<file path="src/verilog/tlp_rx_pkg.sv">
package tlp_rx_pkg;

	//////////////////////////////////////////////////////////////////////////
	// TLP header fields

	// Stream word and header length field widths
	localparam int TLP_DW_WIDTH = 32;
	localparam int TLP_LEN_WIDTH = 10;

	// Format codes from header word 0
	localparam logic [2:0] TLP_FMT_3DW_NODATA = 3'd0;
	localparam logic [2:0] TLP_FMT_4DW_NODATA = 3'd1;
	localparam logic [2:0] TLP_FMT_3DW_DATA = 3'd2;
	localparam logic [2:0] TLP_FMT_4DW_DATA = 3'd3;

	// Type codes, only these two are ever kept
	localparam logic [4:0] TLP_TYPE_MEM = 5'd0;
	localparam logic [4:0] TLP_TYPE_CFG0 = 5'd4;

	// Poisoned flag in header word 0
	localparam int TLP_POISON_BIT = 22;

	//////////////////////////////////////////////////////////////////////////
	// APB side and request queue

	localparam int APB_ADDR_WIDTH = 13;
	localparam int APB_DATA_WIDTH = 32;

	// Top paddr bit selects the address space
	localparam logic APB_SPACE_CFG = 1'b0;
	localparam logic APB_SPACE_MEM = 1'b1;

	localparam int REQ_FIFO_DEPTH = 4;
	localparam int REQ_FIFO_IDX_WIDTH = $clog2(REQ_FIFO_DEPTH);

	// Parser states
	localparam logic [2:0] RX_ST_IDLE = 3'd0;
	localparam logic [2:0] RX_ST_HDR1 = 3'd1;
	localparam logic [2:0] RX_ST_HDR2 = 3'd2;
	localparam logic [2:0] RX_ST_DATA = 3'd3;
	localparam logic [2:0] RX_ST_DROP = 3'd4;

	// Requester states
	localparam logic [1:0] APB_ST_IDLE = 2'd0;
	localparam logic [1:0] APB_ST_SETUP = 2'd1;
	localparam logic [1:0] APB_ST_ACCESS = 2'd2;

	// Third header word after byte swap
	// Config target view or plain memory address view
	typedef union packed {
		struct packed {
			logic [7:0] bus_num;
			logic [4:0] dev_num;
			logic [2:0] func_num;
			logic [3:0] rsvd_hi;
			logic [3:0] ext_reg_num;
			logic [5:0] reg_num;
			logic [1:0] rsvd_lo;
		} cfg;
		logic [31:0] mem;
	} tlp_addr_dw_u;

endpackage

</file>
<file path="src/verilog/apb_req_fifo.sv">
`timescale 1ns/1ps

module apb_req_fifo (
	input  logic                                  axi_tlp_rx,
	input  logic                                  arst_n,
	input  logic                                  push,
	input  logic [tlp_rx_pkg::APB_ADDR_WIDTH-1:0] push_addr,
	input  logic [tlp_rx_pkg::APB_DATA_WIDTH-1:0] push_data,
	input  logic                                  pop,
	output logic [tlp_rx_pkg::APB_ADDR_WIDTH-1:0] pop_addr,
	output logic [tlp_rx_pkg::APB_DATA_WIDTH-1:0] pop_data,
	output logic                                  full,
	output logic                                  empty
);

	// Extra top bit tells a wrapped writer from an equal one
	logic [tlp_rx_pkg::REQ_FIFO_IDX_WIDTH:0] wr_ptr;
	logic [tlp_rx_pkg::REQ_FIFO_IDX_WIDTH:0] rd_ptr;

	// Entry storage
	logic [tlp_rx_pkg::APB_ADDR_WIDTH-1:0] addr_mem [tlp_rx_pkg::REQ_FIFO_DEPTH];
	logic [tlp_rx_pkg::APB_DATA_WIDTH-1:0] data_mem [tlp_rx_pkg::REQ_FIFO_DEPTH];

	logic do_push;
	logic do_pop;

	//////////////////////////////////////////////////////////////////////////
	// Flags

	assign empty = (wr_ptr == rd_ptr);
	// Same index, opposite lap
	assign full = (wr_ptr[tlp_rx_pkg::REQ_FIFO_IDX_WIDTH] !=
		rd_ptr[tlp_rx_pkg::REQ_FIFO_IDX_WIDTH]) &&
		(wr_ptr[tlp_rx_pkg::REQ_FIFO_IDX_WIDTH-1:0] ==
		rd_ptr[tlp_rx_pkg::REQ_FIFO_IDX_WIDTH-1:0]);

	assign do_push = push && !full;
	assign do_pop = pop && !empty;

	// Head entry, valid whenever not empty
	assign pop_addr = addr_mem[rd_ptr[tlp_rx_pkg::REQ_FIFO_IDX_WIDTH-1:0]];
	assign pop_data = data_mem[rd_ptr[tlp_rx_pkg::REQ_FIFO_IDX_WIDTH-1:0]];

	//////////////////////////////////////////////////////////////////////////
	// Pointers and storage

	always_ff @(posedge axi_tlp_rx or negedge arst_n) begin
		if (!arst_n) begin
			wr_ptr <= '0;
			rd_ptr <= '0;
		end else begin
			if (do_push)
				wr_ptr <= wr_ptr + 1'b1;
			if (do_pop)
				rd_ptr <= rd_ptr + 1'b1;
		end
	end

	always_ff @(posedge axi_tlp_rx) begin
		if (do_push) begin
			addr_mem[wr_ptr[tlp_rx_pkg::REQ_FIFO_IDX_WIDTH-1:0]] <= push_addr;
			data_mem[wr_ptr[tlp_rx_pkg::REQ_FIFO_IDX_WIDTH-1:0]] <= push_data;
		end
	end

	// Requester only pops a real entry
	assert property (@(posedge axi_tlp_rx) disable iff (!arst_n)
		pop |-> !empty);

	// Parser never overruns the queue
	assert property (@(posedge axi_tlp_rx) disable iff (!arst_n)
		push |-> !full);

endmodule

</file>
<file path="src/verilog/apb_write_requester.sv">
`timescale 1ns/1ps

module apb_write_requester (
	input  logic                                  axi_tlp_rx,
	input  logic                                  arst_n,
	input  logic                                  empty,
	output logic                                  pop,
	input  logic [tlp_rx_pkg::APB_ADDR_WIDTH-1:0] pop_addr,
	input  logic [tlp_rx_pkg::APB_DATA_WIDTH-1:0] pop_data,
	output logic                                  psel,
	output logic                                  penable,
	output logic                                  pwrite,
	output logic [tlp_rx_pkg::APB_ADDR_WIDTH-1:0] paddr,
	output logic [tlp_rx_pkg::APB_DATA_WIDTH-1:0] pwdata,
	input  logic                                  pready
);

	logic [1:0] state;

	// Take the head as soon as we are free
	assign pop = (state == tlp_rx_pkg::APB_ST_IDLE) && !empty;

	// Write only, no read path
	assign pwrite = psel;

	//////////////////////////////////////////////////////////////////////////
	// Transfer sequencing

	// Bus strobes move with the phase
	always_ff @(posedge axi_tlp_rx or negedge arst_n) begin
		if (!arst_n) begin
			state <= tlp_rx_pkg::APB_ST_IDLE;
			psel <= 1'b0;
			penable <= 1'b0;
		end else begin
			case (state)
				tlp_rx_pkg::APB_ST_IDLE: begin
					if (!empty) begin
						state <= tlp_rx_pkg::APB_ST_SETUP;
						psel <= 1'b1;
					end
				end
				// Setup phase lasts exactly one cycle
				tlp_rx_pkg::APB_ST_SETUP: begin
					state <= tlp_rx_pkg::APB_ST_ACCESS;
					penable <= 1'b1;
				end
				tlp_rx_pkg::APB_ST_ACCESS: begin
					// Completer may stretch this
					if (pready) begin
						state <= tlp_rx_pkg::APB_ST_IDLE;
						psel <= 1'b0;
						penable <= 1'b0;
					end
				end
				default: begin
					state <= tlp_rx_pkg::APB_ST_IDLE;
					psel <= 1'b0;
					penable <= 1'b0;
				end
			endcase
		end
	end

	// Latch the popped entry and hold it to the end of the transfer
	always_ff @(posedge axi_tlp_rx) begin
		if (pop) begin
			paddr <= pop_addr;
			pwdata <= pop_data;
		end
	end

	assert property (@(posedge axi_tlp_rx) disable iff (!arst_n)
		penable |-> psel);

	// Address and data frozen until the completer accepts
	assert property (@(posedge axi_tlp_rx) disable iff (!arst_n)
		(psel && !(penable && pready)) |=> ($stable(paddr) && $stable(pwdata)));

endmodule

</file>
<file path="src/verilog/tlp_rx_parser.sv">
`timescale 1ns/1ps

module tlp_rx_parser (
	input  logic                                  axi_tlp_rx,
	input  logic                                  arst_n,
	input  logic                                  tvalid,
	input  logic [tlp_rx_pkg::TLP_DW_WIDTH-1:0]   tdata,
	input  logic                                  tlast,
	input  logic                                  tuser,
	output logic                                  tready,
	input  logic                                  full,
	output logic                                  push,
	output logic [tlp_rx_pkg::APB_ADDR_WIDTH-1:0] push_addr,
	output logic [tlp_rx_pkg::APB_DATA_WIDTH-1:0] push_data
);

	logic [2:0] state;
	logic beat;

	// Header word 0 fields, in stream byte order
	logic [2:0] hdr_fmt;
	logic [4:0] hdr_type;
	logic [tlp_rx_pkg::TLP_LEN_WIDTH-1:0] hdr_len;
	logic fmt_ok;
	logic type_ok;
	logic hdr_keep;

	// Held from header word 0 until the data beat
	logic hdr_cfg;
	tlp_rx_pkg::tlp_addr_dw_u addr_dw;

	//////////////////////////////////////////////////////////////////////////
	// Stream handshake

	// Stall the link only while the queue has no room
	assign tready = !full;
	assign beat = tvalid && tready;

	//////////////////////////////////////////////////////////////////////////
	// Header word 0 decode

	assign hdr_fmt = tdata[7:5];
	assign hdr_type = tdata[4:0];
	// Length is split across two bytes
	assign hdr_len = {tdata[17:16], tdata[31:24]};

	always_comb begin
		case (hdr_fmt)
			// Only 3DW with payload is handled
			tlp_rx_pkg::TLP_FMT_3DW_DATA: fmt_ok = 1'b1;
			// Reads have no payload
			tlp_rx_pkg::TLP_FMT_3DW_NODATA: fmt_ok = 1'b0;
			tlp_rx_pkg::TLP_FMT_4DW_NODATA: fmt_ok = 1'b0;
			// No 64-bit addressing
			tlp_rx_pkg::TLP_FMT_4DW_DATA: fmt_ok = 1'b0;
			default: fmt_ok = 1'b0;
		endcase
	end

	assign type_ok = (hdr_type == tlp_rx_pkg::TLP_TYPE_MEM) ||
		(hdr_type == tlp_rx_pkg::TLP_TYPE_CFG0);

	// Poisoned or multi-word TLPs are dropped here too
	assign hdr_keep = fmt_ok && type_ok && !tdata[tlp_rx_pkg::TLP_POISON_BIT] &&
		(hdr_len == 10'd1);

	//////////////////////////////////////////////////////////////////////////
	// State machine and push strobe

	always_ff @(posedge axi_tlp_rx or negedge arst_n) begin
		if (!arst_n) begin
			state <= tlp_rx_pkg::RX_ST_IDLE;
			push <= 1'b0;
		end else begin
			// Single cycle strobe
			push <= 1'b0;
			if (beat) begin
				case (state)
					tlp_rx_pkg::RX_ST_IDLE: begin
						if (hdr_keep)
							state <= tlp_rx_pkg::RX_ST_HDR1;
						else
							state <= tlp_rx_pkg::RX_ST_DROP;
					end
					// Requester ID, tag and byte enables are ignored
					tlp_rx_pkg::RX_ST_HDR1: state <= tlp_rx_pkg::RX_ST_HDR2;
					tlp_rx_pkg::RX_ST_HDR2: state <= tlp_rx_pkg::RX_ST_DATA;
					tlp_rx_pkg::RX_ST_DATA: begin
						// Anything after the data word is malformed
						state <= tlp_rx_pkg::RX_ST_DROP;
						// Good CRC on the only data word
						if (tlast && !tuser)
							push <= 1'b1;
					end
					// Drop, and stray codes, wait for the end of the TLP
					default: state <= tlp_rx_pkg::RX_ST_DROP;
				endcase

				// End of any TLP goes back to idle
				if (tlast)
					state <= tlp_rx_pkg::RX_ST_IDLE;
			end
		end
	end

	//////////////////////////////////////////////////////////////////////////
	// Captured fields and request payload

	always_ff @(posedge axi_tlp_rx) begin
		if (beat) begin
			if (state == tlp_rx_pkg::RX_ST_IDLE)
				hdr_cfg <= (hdr_type == tlp_rx_pkg::TLP_TYPE_CFG0);

			// Address word arrives byte swapped
			if (state == tlp_rx_pkg::RX_ST_HDR2)
				addr_dw <= {tdata[7:0], tdata[15:8], tdata[23:16], tdata[31:24]};

			if (state == tlp_rx_pkg::RX_ST_DATA) begin
				push_data <= tdata;
				// Config space is dword addressed by register number
				if (hdr_cfg)
					push_addr <= {tlp_rx_pkg::APB_SPACE_CFG, addr_dw.cfg.ext_reg_num,
						addr_dw.cfg.reg_num, 2'b00};
				else
					push_addr <= {tlp_rx_pkg::APB_SPACE_MEM, addr_dw.mem[11:0]};
			end
		end
	end

	// Queue is never offered a request it cannot take
	assert property (@(posedge axi_tlp_rx) disable iff (!arst_n)
		push |-> !full);

endmodule

</file>
<file path="src/verilog/tlp_rx_top.sv">
`timescale 1ns/1ps

module tlp_rx_top (
	input  logic                                  axi_tlp_rx,
	input  logic                                  arst_n,
	input  logic                                  tvalid,
	input  logic [tlp_rx_pkg::TLP_DW_WIDTH-1:0]   tdata,
	input  logic                                  tlast,
	input  logic                                  tuser,
	output logic                                  tready,
	output logic                                  psel,
	output logic                                  penable,
	output logic                                  pwrite,
	output logic [tlp_rx_pkg::APB_ADDR_WIDTH-1:0] paddr,
	output logic [tlp_rx_pkg::APB_DATA_WIDTH-1:0] pwdata,
	input  logic                                  pready
);

	// Parser to queue
	logic push;
	logic [tlp_rx_pkg::APB_ADDR_WIDTH-1:0] push_addr;
	logic [tlp_rx_pkg::APB_DATA_WIDTH-1:0] push_data;
	logic full;

	// Queue to requester
	logic empty;
	logic pop;
	logic [tlp_rx_pkg::APB_ADDR_WIDTH-1:0] pop_addr;
	logic [tlp_rx_pkg::APB_DATA_WIDTH-1:0] pop_data;

	//////////////////////////////////////////////////////////////////////////
	// Parser, request queue, APB requester

	tlp_rx_parser parser (
		.axi_tlp_rx (axi_tlp_rx),
		.arst_n     (arst_n),
		.tvalid     (tvalid),
		.tdata      (tdata),
		.tlast      (tlast),
		.tuser      (tuser),
		.tready     (tready),
		.full       (full),
		.push       (push),
		.push_addr  (push_addr),
		.push_data  (push_data)
	);

	apb_req_fifo req_fifo (
		.axi_tlp_rx (axi_tlp_rx),
		.arst_n     (arst_n),
		.push       (push),
		.push_addr  (push_addr),
		.push_data  (push_data),
		.pop        (pop),
		.pop_addr   (pop_addr),
		.pop_data   (pop_data),
		.full       (full),
		.empty      (empty)
	);

	apb_write_requester requester (
		.axi_tlp_rx (axi_tlp_rx),
		.arst_n     (arst_n),
		.empty      (empty),
		.pop        (pop),
		.pop_addr   (pop_addr),
		.pop_data   (pop_data),
		.psel       (psel),
		.penable    (penable),
		.pwrite     (pwrite),
		.paddr      (paddr),
		.pwdata     (pwdata),
		.pready     (pready)
	);

endmodule
</file>
<file path="config.mk">
export PLATFORM = sky130hd
export DESIGN_NAME = tlp_rx_top
export DESIGN_NICKNAME = d
export VERILOG_FILES = /design/src/verilog/tlp_rx_pkg.sv /design/src/verilog/apb_req_fifo.sv /design/src/verilog/apb_write_requester.sv /design/src/verilog/tlp_rx_parser.sv /design/src/verilog/tlp_rx_top.sv
export SDC_FILE = /design/constraint.sdc
export NUM_CORES = 1
export LEC_CHECK = 0
export BUFFER_PORTS_ARGS = -buffer_cell sky130_fd_sc_hd__buf_2
export CAP_MARGIN = 20
export CORE_ASPECT_RATIO = 0.7
export CORE_UTILIZATION = 35
export CTS_CLUSTER_DIAMETER = 150
export DETAILED_ROUTE_END_ITERATION = 6
export PLACE_DENSITY_LB_ADDON = 0.12
export SYNTH_ARGS = -nofsm -noshare
export SYNTH_HDL_FRONTEND = slang
export SYNTH_SLANG_ARGS = --single-unit
</file>
<file path="constraint.sdc">
create_clock -name axi_tlp_rx -period 7.1 [get_ports axi_tlp_rx]
set_input_delay 1.065 -clock axi_tlp_rx [delete_from_list [all_inputs] [get_ports axi_tlp_rx]]
set_output_delay 1.065 -clock axi_tlp_rx [all_outputs]
set_load 0.1 [all_outputs]
</file>
Word level (Yosys, flattened, before mapping)
Memory sizes are Yosys's and may differ from the RTL's. A register that Yosys moved wholly into a read port is not among the register bits.
Index checks and enable logic that the tools add are counted.
{"block": "totals", "register_bits": 72, "latchBits": 0, "ram_bits": 180, "romBits": 0, "in_bits": 38, "out_inout_bits": 49, "wordCells": 71, "memories": 2}
{"block": "op_classes", "addsub": 2, "mul": 0, "n_div": 0, "n_lt_le_gt_ge": 0, "eq_ne": 13, "shifts": 0, "n_mux": 17, "bitwise_logic": 2, "n_reduce_logical": 23}
{"name": "req_fifo.data_mem", "depth": 4, "width": 32, "rd": 1, "rd_ports_with_merged_regs": 1, "write_ports": 1, "line": "apb_req_fifo.sv:22", "rtl": "logic [tlp_rx_pkg::APB_DATA_WIDTH-1:0] data_mem [tlp_rx_pkg::REQ_FIFO_DEPTH];"}
{"name": "req_fifo.addr_mem", "depth": 4, "width": 13, "rd": 1, "rd_ports_with_merged_regs": 1, "write_ports": 1, "line": "apb_req_fifo.sv:21", "rtl": "logic [tlp_rx_pkg::APB_ADDR_WIDTH-1:0] addr_mem [tlp_rx_pkg::REQ_FIFO_DEPTH];"}
{"op": "$mux W13", "count": 1}
{"op": "$eq A10 B1 Y1 const B", "count": 1}
{"op": "$reduce_and A2 Y1", "count": 5}
{"op": "$eq A3 B2 Y1 const B", "count": 3}
{"op": "$logic_and A1 B1 Y1", "count": 9}
{"op": "$pmux W3 S3", "count": 1}
{"op": "$mux W1", "count": 8}
{"op": "$add A3 B1 Y3 const B", "count": 2}
{"op": "$mux W3", "count": 2}
{"op": "$pmux W1 S3", "count": 2}
{"op": "$pmux W2 S3", "count": 1}
{"op": "$eq A5 B3 Y1 const B", "count": 1}
{"op": "$logic_not A5 Y1", "count": 1}
{"op": "$logic_not A1 Y1", "count": 4}
{"op": "$mux W2", "count": 2}
{"op": "$ne A2 B2 Y1 const B", "count": 2}
{"op": "$eq A3 B1 Y1 const B", "count": 1}
{"op": "$eq A3 B3 Y1", "count": 1}
{"op": "$logic_not A3 Y1", "count": 1}
{"op": "$reduce_and A3 Y1", "count": 1}
{"op": "$eq A2 B1 Y1 const B", "count": 1}
{"op": "$eq A2 B2 Y1", "count": 1}
{"op": "$eq A2 B2 Y1 const B", "count": 1}
{"op": "$logic_not A2 Y1", "count": 1}
{"op": "3 further kinds", "count": 4}

Logic depth before layout (Yosys ltp)
Gate-level depths: netlist of the first run.
{"block": "logic_depth", "word_depth": 8, "depth_mapped": 5, "depth_no_buf": 5}

Cells and area by module
Synthesis of the first run repeated with hierarchy kept, for this count alone.
{"block": "hier_totals", "hier_cells": 440, "area_unflattened_um2": 10577.6}
{"module": "apb_req_fifo", "instances": 1, "cells_per_inst": 284, "area_each_um2": 6991.7, "seq_area_each_um2": 5555.3}
{"module": "tlp_rx_parser", "instances": 1, "cells_per_inst": 97, "area_each_um2": 2069.5, "seq_area_each_um2": 1841.8}
{"module": "apb_write_requester", "instances": 1, "cells_per_inst": 59, "area_each_um2": 1516.5, "seq_area_each_um2": 1451.4}

Least setup slack after synthesis of the first run
Ideal clock, no wire load.
{"block": "synth_path", "path_kind": "flip-flop to flip-flop", "startpoint": "register req_fifo.wr_ptr[1] (netlist bit)", "endpoint": "register parser.push_addr[0] (netlist bit), enable pin", "setup_time_ps": 503, "arrival_ps": 4826, "required_time_ps": 6597, "setup_slack_ps": 1771, "path_stages_with_launch": 5, "path_buffers": 0, "synth_period_minus_slack_ps": 5329, "cell_sequence": "dfrtp_1 -> xnor2_2 -> nand3_1 -> nand2_1 -> nor3_1"}
{"block": "synth_via", "elab_chain_cells": 5}
{"element": "from (decl)", "line": "apb_req_fifo.sv:17", "rtl": "logic [tlp_rx_pkg::REQ_FIFO_IDX_WIDTH:0] wr_ptr;"}
{"element": "from (signal assigned)", "line": "apb_req_fifo.sv:53", "rtl": "wr_ptr <= wr_ptr + 1'b1;"}
{"element": "$eq A2 B2 Y1", "line": "apb_req_fifo.sv:34", "rtl": "(wr_ptr[tlp_rx_pkg::REQ_FIFO_IDX_WIDTH-1:0] =="}
{"element": "$logic_and A1 B1 Y1", "line": "apb_req_fifo.sv:33", "rtl": "rd_ptr[tlp_rx_pkg::REQ_FIFO_IDX_WIDTH]) &&"}
{"element": "$logic_not A1 Y1", "line": "tlp_rx_parser.sv:36", "rtl": "assign tready = !full;"}
{"element": "via tready", "line": "tlp_rx_top.sv:10", "rtl": "output logic tready,"}
{"element": "$logic_and A1 B1 Y1", "line": "tlp_rx_parser.sv:37", "rtl": "assign beat = tvalid && tready;"}
{"element": "$reduce_and A2 Y1 (no line)"}
{"element": "to (signal assigned)", "line": "tlp_rx_parser.sv:122", "rtl": "push_addr <= {tlp_rx_pkg::APB_SPACE_CFG, addr_dw.cfg.ext_reg_num,"}
{"element": "to (signal assigned)", "line": "tlp_rx_parser.sv:125", "rtl": "push_addr <= {tlp_rx_pkg::APB_SPACE_MEM, addr_dw.mem[11:0]};"}
{"element": "to (decl)", "line": "tlp_rx_parser.sv:13", "rtl": "output logic [tlp_rx_pkg::APB_ADDR_WIDTH-1:0] push_addr,"}
The timed path passes the listed nets, and every way through them passes these cells.
A chain may end at the register's enable or synchronous reset.

Worst setup path after layout of the first run
{"block": "layout_path", "startpoint": "register req_fifo.rd_ptr[0] (netlist bit)", "endpoint": "output port tready"}
{"block": "layout_via", "elab_chain_cells": 3}
{"element": "from (decl)", "line": "apb_req_fifo.sv:18", "rtl": "logic [tlp_rx_pkg::REQ_FIFO_IDX_WIDTH:0] rd_ptr;"}
{"element": "from (signal assigned)", "line": "apb_req_fifo.sv:55", "rtl": "rd_ptr <= rd_ptr + 1'b1;"}
{"element": "$eq A2 B2 Y1", "line": "apb_req_fifo.sv:34"}
{"element": "$logic_and A1 B1 Y1", "line": "apb_req_fifo.sv:33"}
{"element": "$logic_not A1 Y1", "line": "tlp_rx_parser.sv:36"}
{"element": "to (decl)", "line": "tlp_rx_top.sv:10"}
Every way passes these cells.

==> summary.md, run 1 <==
| Metric | Value |
|---|---|
| Status | finished, final reports clean |
| Pin count of the biggest net entering global routing | 48 |
| Clock-pin slew on the worst setup and hold paths | 60 ps |
| RSZ-0062 raised after global routing | no |
| Floorplan row count | 52 |
| Skew final | 16.4 ps |
| DR pass1 iterations | 4 |
| Layout Utilization | 42.1% |
| Setup-failing EPs final | 0 |
| Fin Setup TNS | 0 ps |
| Reg2Reg Setup Slack | 4440 ps |
| DRT antenna net count | 0 |
| DRT Wirelength | 19400 um |
| Die H | 147 um |
| CORE AREA | 29100 sq um |
| Final #Nets | 583 |
| Post-Synthesis Cells | 427 |
| Fin crit share | 43.5% |
| Worst-Margin Slew | 1060 ps |
| Mapped Nets | 470 |
| Vias in the first global route | 4917 |
| Worst skew pair latency | 540 ps |
| Post-synth EDFFs | 283 |
| Leakage power | 0.00405 uW |
| Vias | 4503 |
| Die width | 209 um |
| Resized cells post-CTS | 0 |
| Power per cell area | 449 nW/um^2 |
| PortBufs | 86 |
| Longest Clk Path Bufs | 3 |
| Detailed Place HPWL | 10900 um |
| Gr usage total | 13.2% |
| Syn Area/Cell | 24.5 sq um |
| Starting Density | 35.9% |
| Area grow syn2layout | 17.1% |
| Synth Register Bits | 297 |
| Worst EP required | 6030 ps |
| Synth Flop Type | edfxtp_1 |
| Reg2reg path depth | 4 |
| Post-CTS Setup Repair Bufs | 0 |
| N_diodes | 0 |
| Io pins | 87 |
| Seq/Total Area, Yosys | 84.5% |
| Ys Warns | 0 |
| Total CTS buffers | 29 |
| Worst slew margin | 28.6% |
| Root buf cell | clkbuf_16 |
| Period minus WS final | 3090 ps |
| First-pass GRT wire length | 30100 um |
| Syn Std Cell Area | 10500 sq um |
| CTS sink cnt | 297 |
| Design Area, Final | 12300 sq um |
| Initial DRC Count | 289 |
| Layout cells sized above 1 | 35.1% |
| Startpoint types | register |
| Most common cell after layout, fill and taps aside | edfxtp_1 |
| Gr ovfl total | 0 |
| Total Power | 5510 uW |
| Commonest cells after routing, fill and taps aside | edfxtp_1, buf_2, mux4_2, clkbuf_16, dfrtp_1 |
| DP Area | 11400 sq um |
| CP Max Fanout | 13 |
| Slew Limit Fails | 0 |
| Routability cong. | 0.660 |
| Synth async-reset ratio | 4.71% |
| CTS tree | yes |
| H-tree depth | 1 |
| Max-cap violations | 0 |
| Critical path class | register to output port |
| Die Area | 30600 sq um |
| Fmax achieved | 0.324 GHz |
| Post-DR wirelength/cell | 20.7 um |
| Crit end category | output port |
| Hold Path Class | primary input to asynchronous set/reset pin |
| Initial antenna violation count | 1 |
| # hold bufs at CTS | 0 |
| Synth cell types | 39 |
| Vias per cell | 4.80 |
| Peak supply drop | 333 uV |
| Drt drc | 0 |
| CP arrival | 2020 ps |
| Fin. Hold Viols | 0 |
## metal layers
metal	share of wire, %	up-vias	GRT usage (%)
met1	48	2391	19.1
met4	1.9	0	3.01
met3	4.2	33	3.05
met5	0	-	0
met2	46	83	20.3
li1	-	1996	-
## final timing paths
path / from / end
worst max register to register: req_fifo.rd_ptr[0]$_DFFE_PN0P_ / req_fifo.data_mem[2][15]$_DFFE_PP_
worst min-delay path: arst_n / req_fifo.wr_ptr[2]$_DFFE_PN0P_
min in group axi_tlp_rx: parser.addr_dw[2]$_DFFE_PP_ / parser.push_addr[2]$_DFFE_PP_
worst min register to register: parser.addr_dw[2]$_DFFE_PP_ / parser.push_addr[2]$_DFFE_PP_
max in group asynchronous: arst_n / req_fifo.rd_ptr[0]$_DFFE_PN0P_
worst max-delay path: req_fifo.rd_ptr[0]$_DFFE_PN0P_ / tready
## kinds of logic (layout without fill, tap and decap cells)
group / count (synthesis) / in the layout / synth area share (%)
AO/OA/AOI/OAI: 18 / 18 / 1.22
XOR/XNOR: 6 / 6 / 0.789
adder cells (fa/ha/maj): 5 / 5 / 0.598
buffers and inverters: 21 / 155 / 1.17
flip-flops: 297 / 297 / 84.5
multiplexers: 47 / 47 / 9.90
AND/OR/NAND/NOR: 33 / 33 / 1.78
## through the flow
stage                     std cells  hold WS [ps]  setup WS (ps)
after floorplan                 427           400           1770
after global placement          886           402           4330
after detailed placement        887           405           4300
after CTS                       939           403           3970
after global routing            939           415           3900
final                           939           421           4010
## final cells by class
| class | count | area [sq um] |
|---|---|---|
| Timing Repair Buffer | 94 | 503 |
| Clock inverter | 13 | 91.3 |
| Multi-Input combinational cell | 109 | 1510 |
| Tap cell | 378 | 473 |
| Sequential cell | 297 | 8850 |
| Inverter | 9 | 33.8 |
| Fill cell | 2553 | 16900 |
| Clock buffer | 39 | 793 |
## sequential cells by signal, summed over array words and instances (netlist names)
name               flops
parser.hdr_cfg         1
req_fifo.wr_ptr        3
requester.pwdata      32
parser.addr_dw        12
requester.penable      1
requester.state        2
parser.push_addr      13
req_fifo.data_mem    128
parser.push            1
requester.psel         1
parser.push_data      32
parser.state           3
req_fifo.rd_ptr        3
req_fifo.addr_mem     52
requester.paddr       13
## power by group
part	leakage [uW]	total, uW	switching, uW	internal [uW]
logic	0.000867	1830	1450	382
registers	0.00274	2230	83.0	2150
clock network	0.000435	1440	628	816
total	0.00405	5510	2160	3340
## cells in the mapped netlist (2+ instances only)
cell	count	share of area, %
a31oi_2	2	0.24
xor2_2	2	0.31
nand2_1	5	0.18
and2_1	4	0.24
o21ai_1	2	0.096
nand2b_1	2	0.12
nor4_1	5	0.30
xnor2_2	2	0.31
inv_1	8	0.29
edfxtp_1	283	81
nand3b_1	2	0.14
a31oi_1	3	0.18
nor3_1	3	0.14
xnor2_1	2	0.17
nor2b_1	2	0.12
dfrtp_1	14	3.3
buf_4	2	0.14
nor2_1	4	0.14
a21oi_1	4	0.19
buf_2	5	0.24
o21bai_1	2	0.14
ha_1	5	0.60
buf_6	4	0.43
mux4_2	45	9.7
## worst max-delay path: stages (launching register included)
cell     delay [ps]
dfrtp_4         600
xnor2_2         350
nand3_1         180
buf_2           330
(Power assumes the default switching activity.)
==> run 2, diff against run 1 <==
Settings changed: ABC_AREA set to 1.
Clock period 7.1 ns to 3.05 ns, I/O delays scaled along.
==> run 2 against run 1 <==
  * Register-to-register slack got worse by 3800 ps
  * Sequential power grew 99%
  * Synthesized area grew 2.0%
  * Count of clock-buffer cells in the layout rose by 6
  * Non-clock buffer count rose by 4
  * Flip-flop and latch count is the same
  * Critical path depth is 4 higher
  * Cell area up 2.3%
  * First-iteration DRC count increased by 72%
  * Clock skew barely moved
  * Setup slack got worse by 3400 ps
  * Global-route usage up 1.3 points
  * Critical endpoint is now req_fifo.data_mem[3][6]$_DFFE_PP_
  * Highest routed layer unchanged
==> summary.md, run 2 <==
| Metric | Value |
|---|---|
| Status | finished, final reports clean |
| Area grow syn2layout | 17.4% |
| Cell family with most CP delay | simple AND/OR/NAND/NOR gates |
| CP Max Fanout | 23 |
| Reg2Reg Setup Slack | 640 ps |
| Peak supply drop | 393 uV |
| Post-Synthesis Cells | 670 |
| Slowest stage delay, CP | 650 ps |
| Layout cells sized above 1 | 19.6% |
| DRT Wirelength | 22600 um |
| Worst-Margin Slew | 998 ps |
| Worst skew pair latency | 540 ps |
| Crit end category | register |
| Drt drc | 0 |
| Comb pwr share | 2.5% |
| Fin. Hold Viols | 0 |
| H-tree depth | 1 |
| Fin Setup TNS | 0 ps |
| WP buf/inv | 2 |
| CTS tree | yes |
| Vias | 5678 |
| Gr usage total | 14.5% |
| Max-cap violations | 0 |
| Synth Flop Type | edfxtp_1 |
| PortBufs | 86 |
| Most instantiated cells after synthesis | edfxtp_1, nor2_1, o21ai_0 |
| Top-count cell post-synth | edfxtp_1 |
| Longest Clk Path Bufs | 3 |
| CORE AREA | 30000 sq um |
| Vias per cell | 4.72 |
| Synth top area share | 79.6% |
| Layout Utilization | 41.7% |
| Synth Register Bits | 297 |
| CP arrival | 2610 ps |
| Detailed Place HPWL | 12600 um |
| Final #Nets | 812 |
| First-pass GRT wire length | 33900 um |
| Worst R2R End | req_fifo.data_mem[3][6]$_DFFE_PP_ |
| Floorplan row count | 53 |
| DR pass1 iterations | 6 |
| Sw Share | 19.8% |
| Leakage power | 0.00428 uW |
| Die H | 148 um |
| Hold Crit Start | tdata[8] |
| N_diodes | 0 |
| Most common cell after layout, fill and taps aside | edfxtp_1 |
| Syn Std Cell Area | 10700 sq um |
| Post-synth EDFFs | 283 |
| Hold Path Class | primary input to register |
| Startpoint types | register |
| Flop pwr share | 54.4% |
| Power per cell area | 650 nW/um^2 |
| Clock Power Share | 43.1% |
| Ys Warns | 0 |
| Seq/Total Area, Yosys | 82.9% |
| Commonest cells after routing, fill and taps aside | edfxtp_1, nor2_1, buf_2, o21ai_0, o22ai_1 |
| Hold Worst Slack | 90.1 ps |
| Worst R2R Start | req_fifo.wr_ptr[0]$_DFFE_PN0P_ |
| Synth cell types | 26 |
| RSZ-0062 raised after global routing | no |
| Net Switching | 1610 uW |
| Syn Area/Cell | 15.9 sq um |
| Routability cong. | 0.730 |
| Ranking of synthesized cells by area | edfxtp_1, nor2_1, dfrtp_1 |
| Skew final | 15.9 ps |
| Slew Limit Fails | 0 |
| Gr ovfl total | 0 |
| # fillers | 2738 |
| Total CTS buffers | 29 |
| Worst EP required | 3250 ps |
| Mapped Nets | 713 |
| Post-CTS Setup Repair Bufs | 0 |
| Fmax achieved | 0.414 GHz |
| Worst path slowest cell | nor2_4 |
| Worst path depth | 7 |
| Period minus WS final | 2410 ps |
| Cell repeated most along the worst path | nand2_4 |
| Synth async-reset ratio | 4.71% |
| Critical Path Start | req_fifo.wr_ptr[0]$_DFFE_PN0P_ |
| Final WS setup | 635 ps |
| Root buf cell | clkbuf_16 |
| Area leader, netlist | edfxtp_1 |
| DRT antenna net count | 0 |
| Io pins | 87 |
| Reg2reg path depth | 7 |
| Post-DR wirelength/cell | 18.8 um |
| Critical path, cell by cell | inv_1 > nand2_2 > nand2_4 > nand3_4 > nand2_4 > nor2_4 > buf_4 |
| Max FFs per register | 128 |
| Clock-pin slew on the worst setup and hold paths | 60 ps |
| Die Area | 31200 sq um |
| Starting Density | 35.5% |
| Critical Path Sink | req_fifo.data_mem[3][6]$_DFFE_PP_ |
| Critical path class | register to register |
| Fin crit share | 79.2% |
| Initial antenna violation count | 0 |
| Setup Slack @ Placement | 546 ps |
| Pin count of the biggest net entering global routing | 92 |
| Total Power | 8150 uW |
| Setup-failing EPs final | 0 |
| Initial DRC Count | 496 |
| Die width | 211 um |
| Vias in the first global route | 5601 |
| Worst slew margin | 33.5% |
| Int Pwr | 6540 uW |
| CTS sink cnt | 297 |
==> run 2: timing repair <==
item,in CTS,in global routing
hold endpoints to repair,14,0
hold buffers,1,0
resized for setup,0,0
==> run 2: metal layers <==
metal	vias to the layer above	GRT usage [%]	routed length (um)
met2	127	22.9	10300
met5	-	0	0
met4	0	3.70	503
met1	2840	20.6	10800
li1	2678	-	-
met3	33	3.00	985
==> run 2: cell type report <==
| type | count | area [sq um] | area share, % |
|---|---|---|---|
| well taps | 412 | 515 | 4.11 |
| clock inverters | 8 | 111 | 0.888 |
| inverters | 26 | 100 | 0.798 |
| repair buffers | 98 | 536 | 4.27 |
| multi-input cells | 317 | 1610 | 12.8 |
| flip-flops and latches | 297 | 8850 | 70.6 |
| clock buffers | 45 | 816 | 6.51 |
==> run 2: cell families after synthesis <==
logic type	after synthesis	share of synthesized area, %
flops	297	82.9
simple gates	167	6.57
compound gates	140	7.09
xor+xnor	5	0.480
fa+ha+maj	5	0.586
buf+inv	56	2.41
==> run 2: metrics by stage <==
step	instance area (sq um)	instances
after floorplan	10700	670
after global placement	11600	1148
after detailed placement	11600	1149
after CTS	12500	1203
after global routing	12500	1203
final	12500	1203
==> run 2: how the worst min path moves through the flow <==
stage,to,slack (ps),depth (start not counted)
after global placement,parser.state[1]$_DFFE_PN0P_,370,1
after detailed placement,parser.state[0]$_DFFE_PN0P_,380,1
after global routing,parser.push_data[8]$_DFFE_PP_,70,1
after CTS,parser.push_data[8]$_DFFE_PP_,60,1
final,parser.push_data[8]$_DFFE_PP_,90,1
after floorplan,parser.push$_DFF_PN0_,160,0
==> run 2: power by group through the flow <==
stage | combinational, uW | clock [uW] | sequential [uW]
after global placement | 206 | 0 | 4520
after CTS | 209 | 3610 | 4430
after global routing | 216 | 3780 | 4430
final | 206 | 3510 | 4430
after detailed placement | 207 | 0 | 4520
after floorplan | 75.0 | 0 | 4590
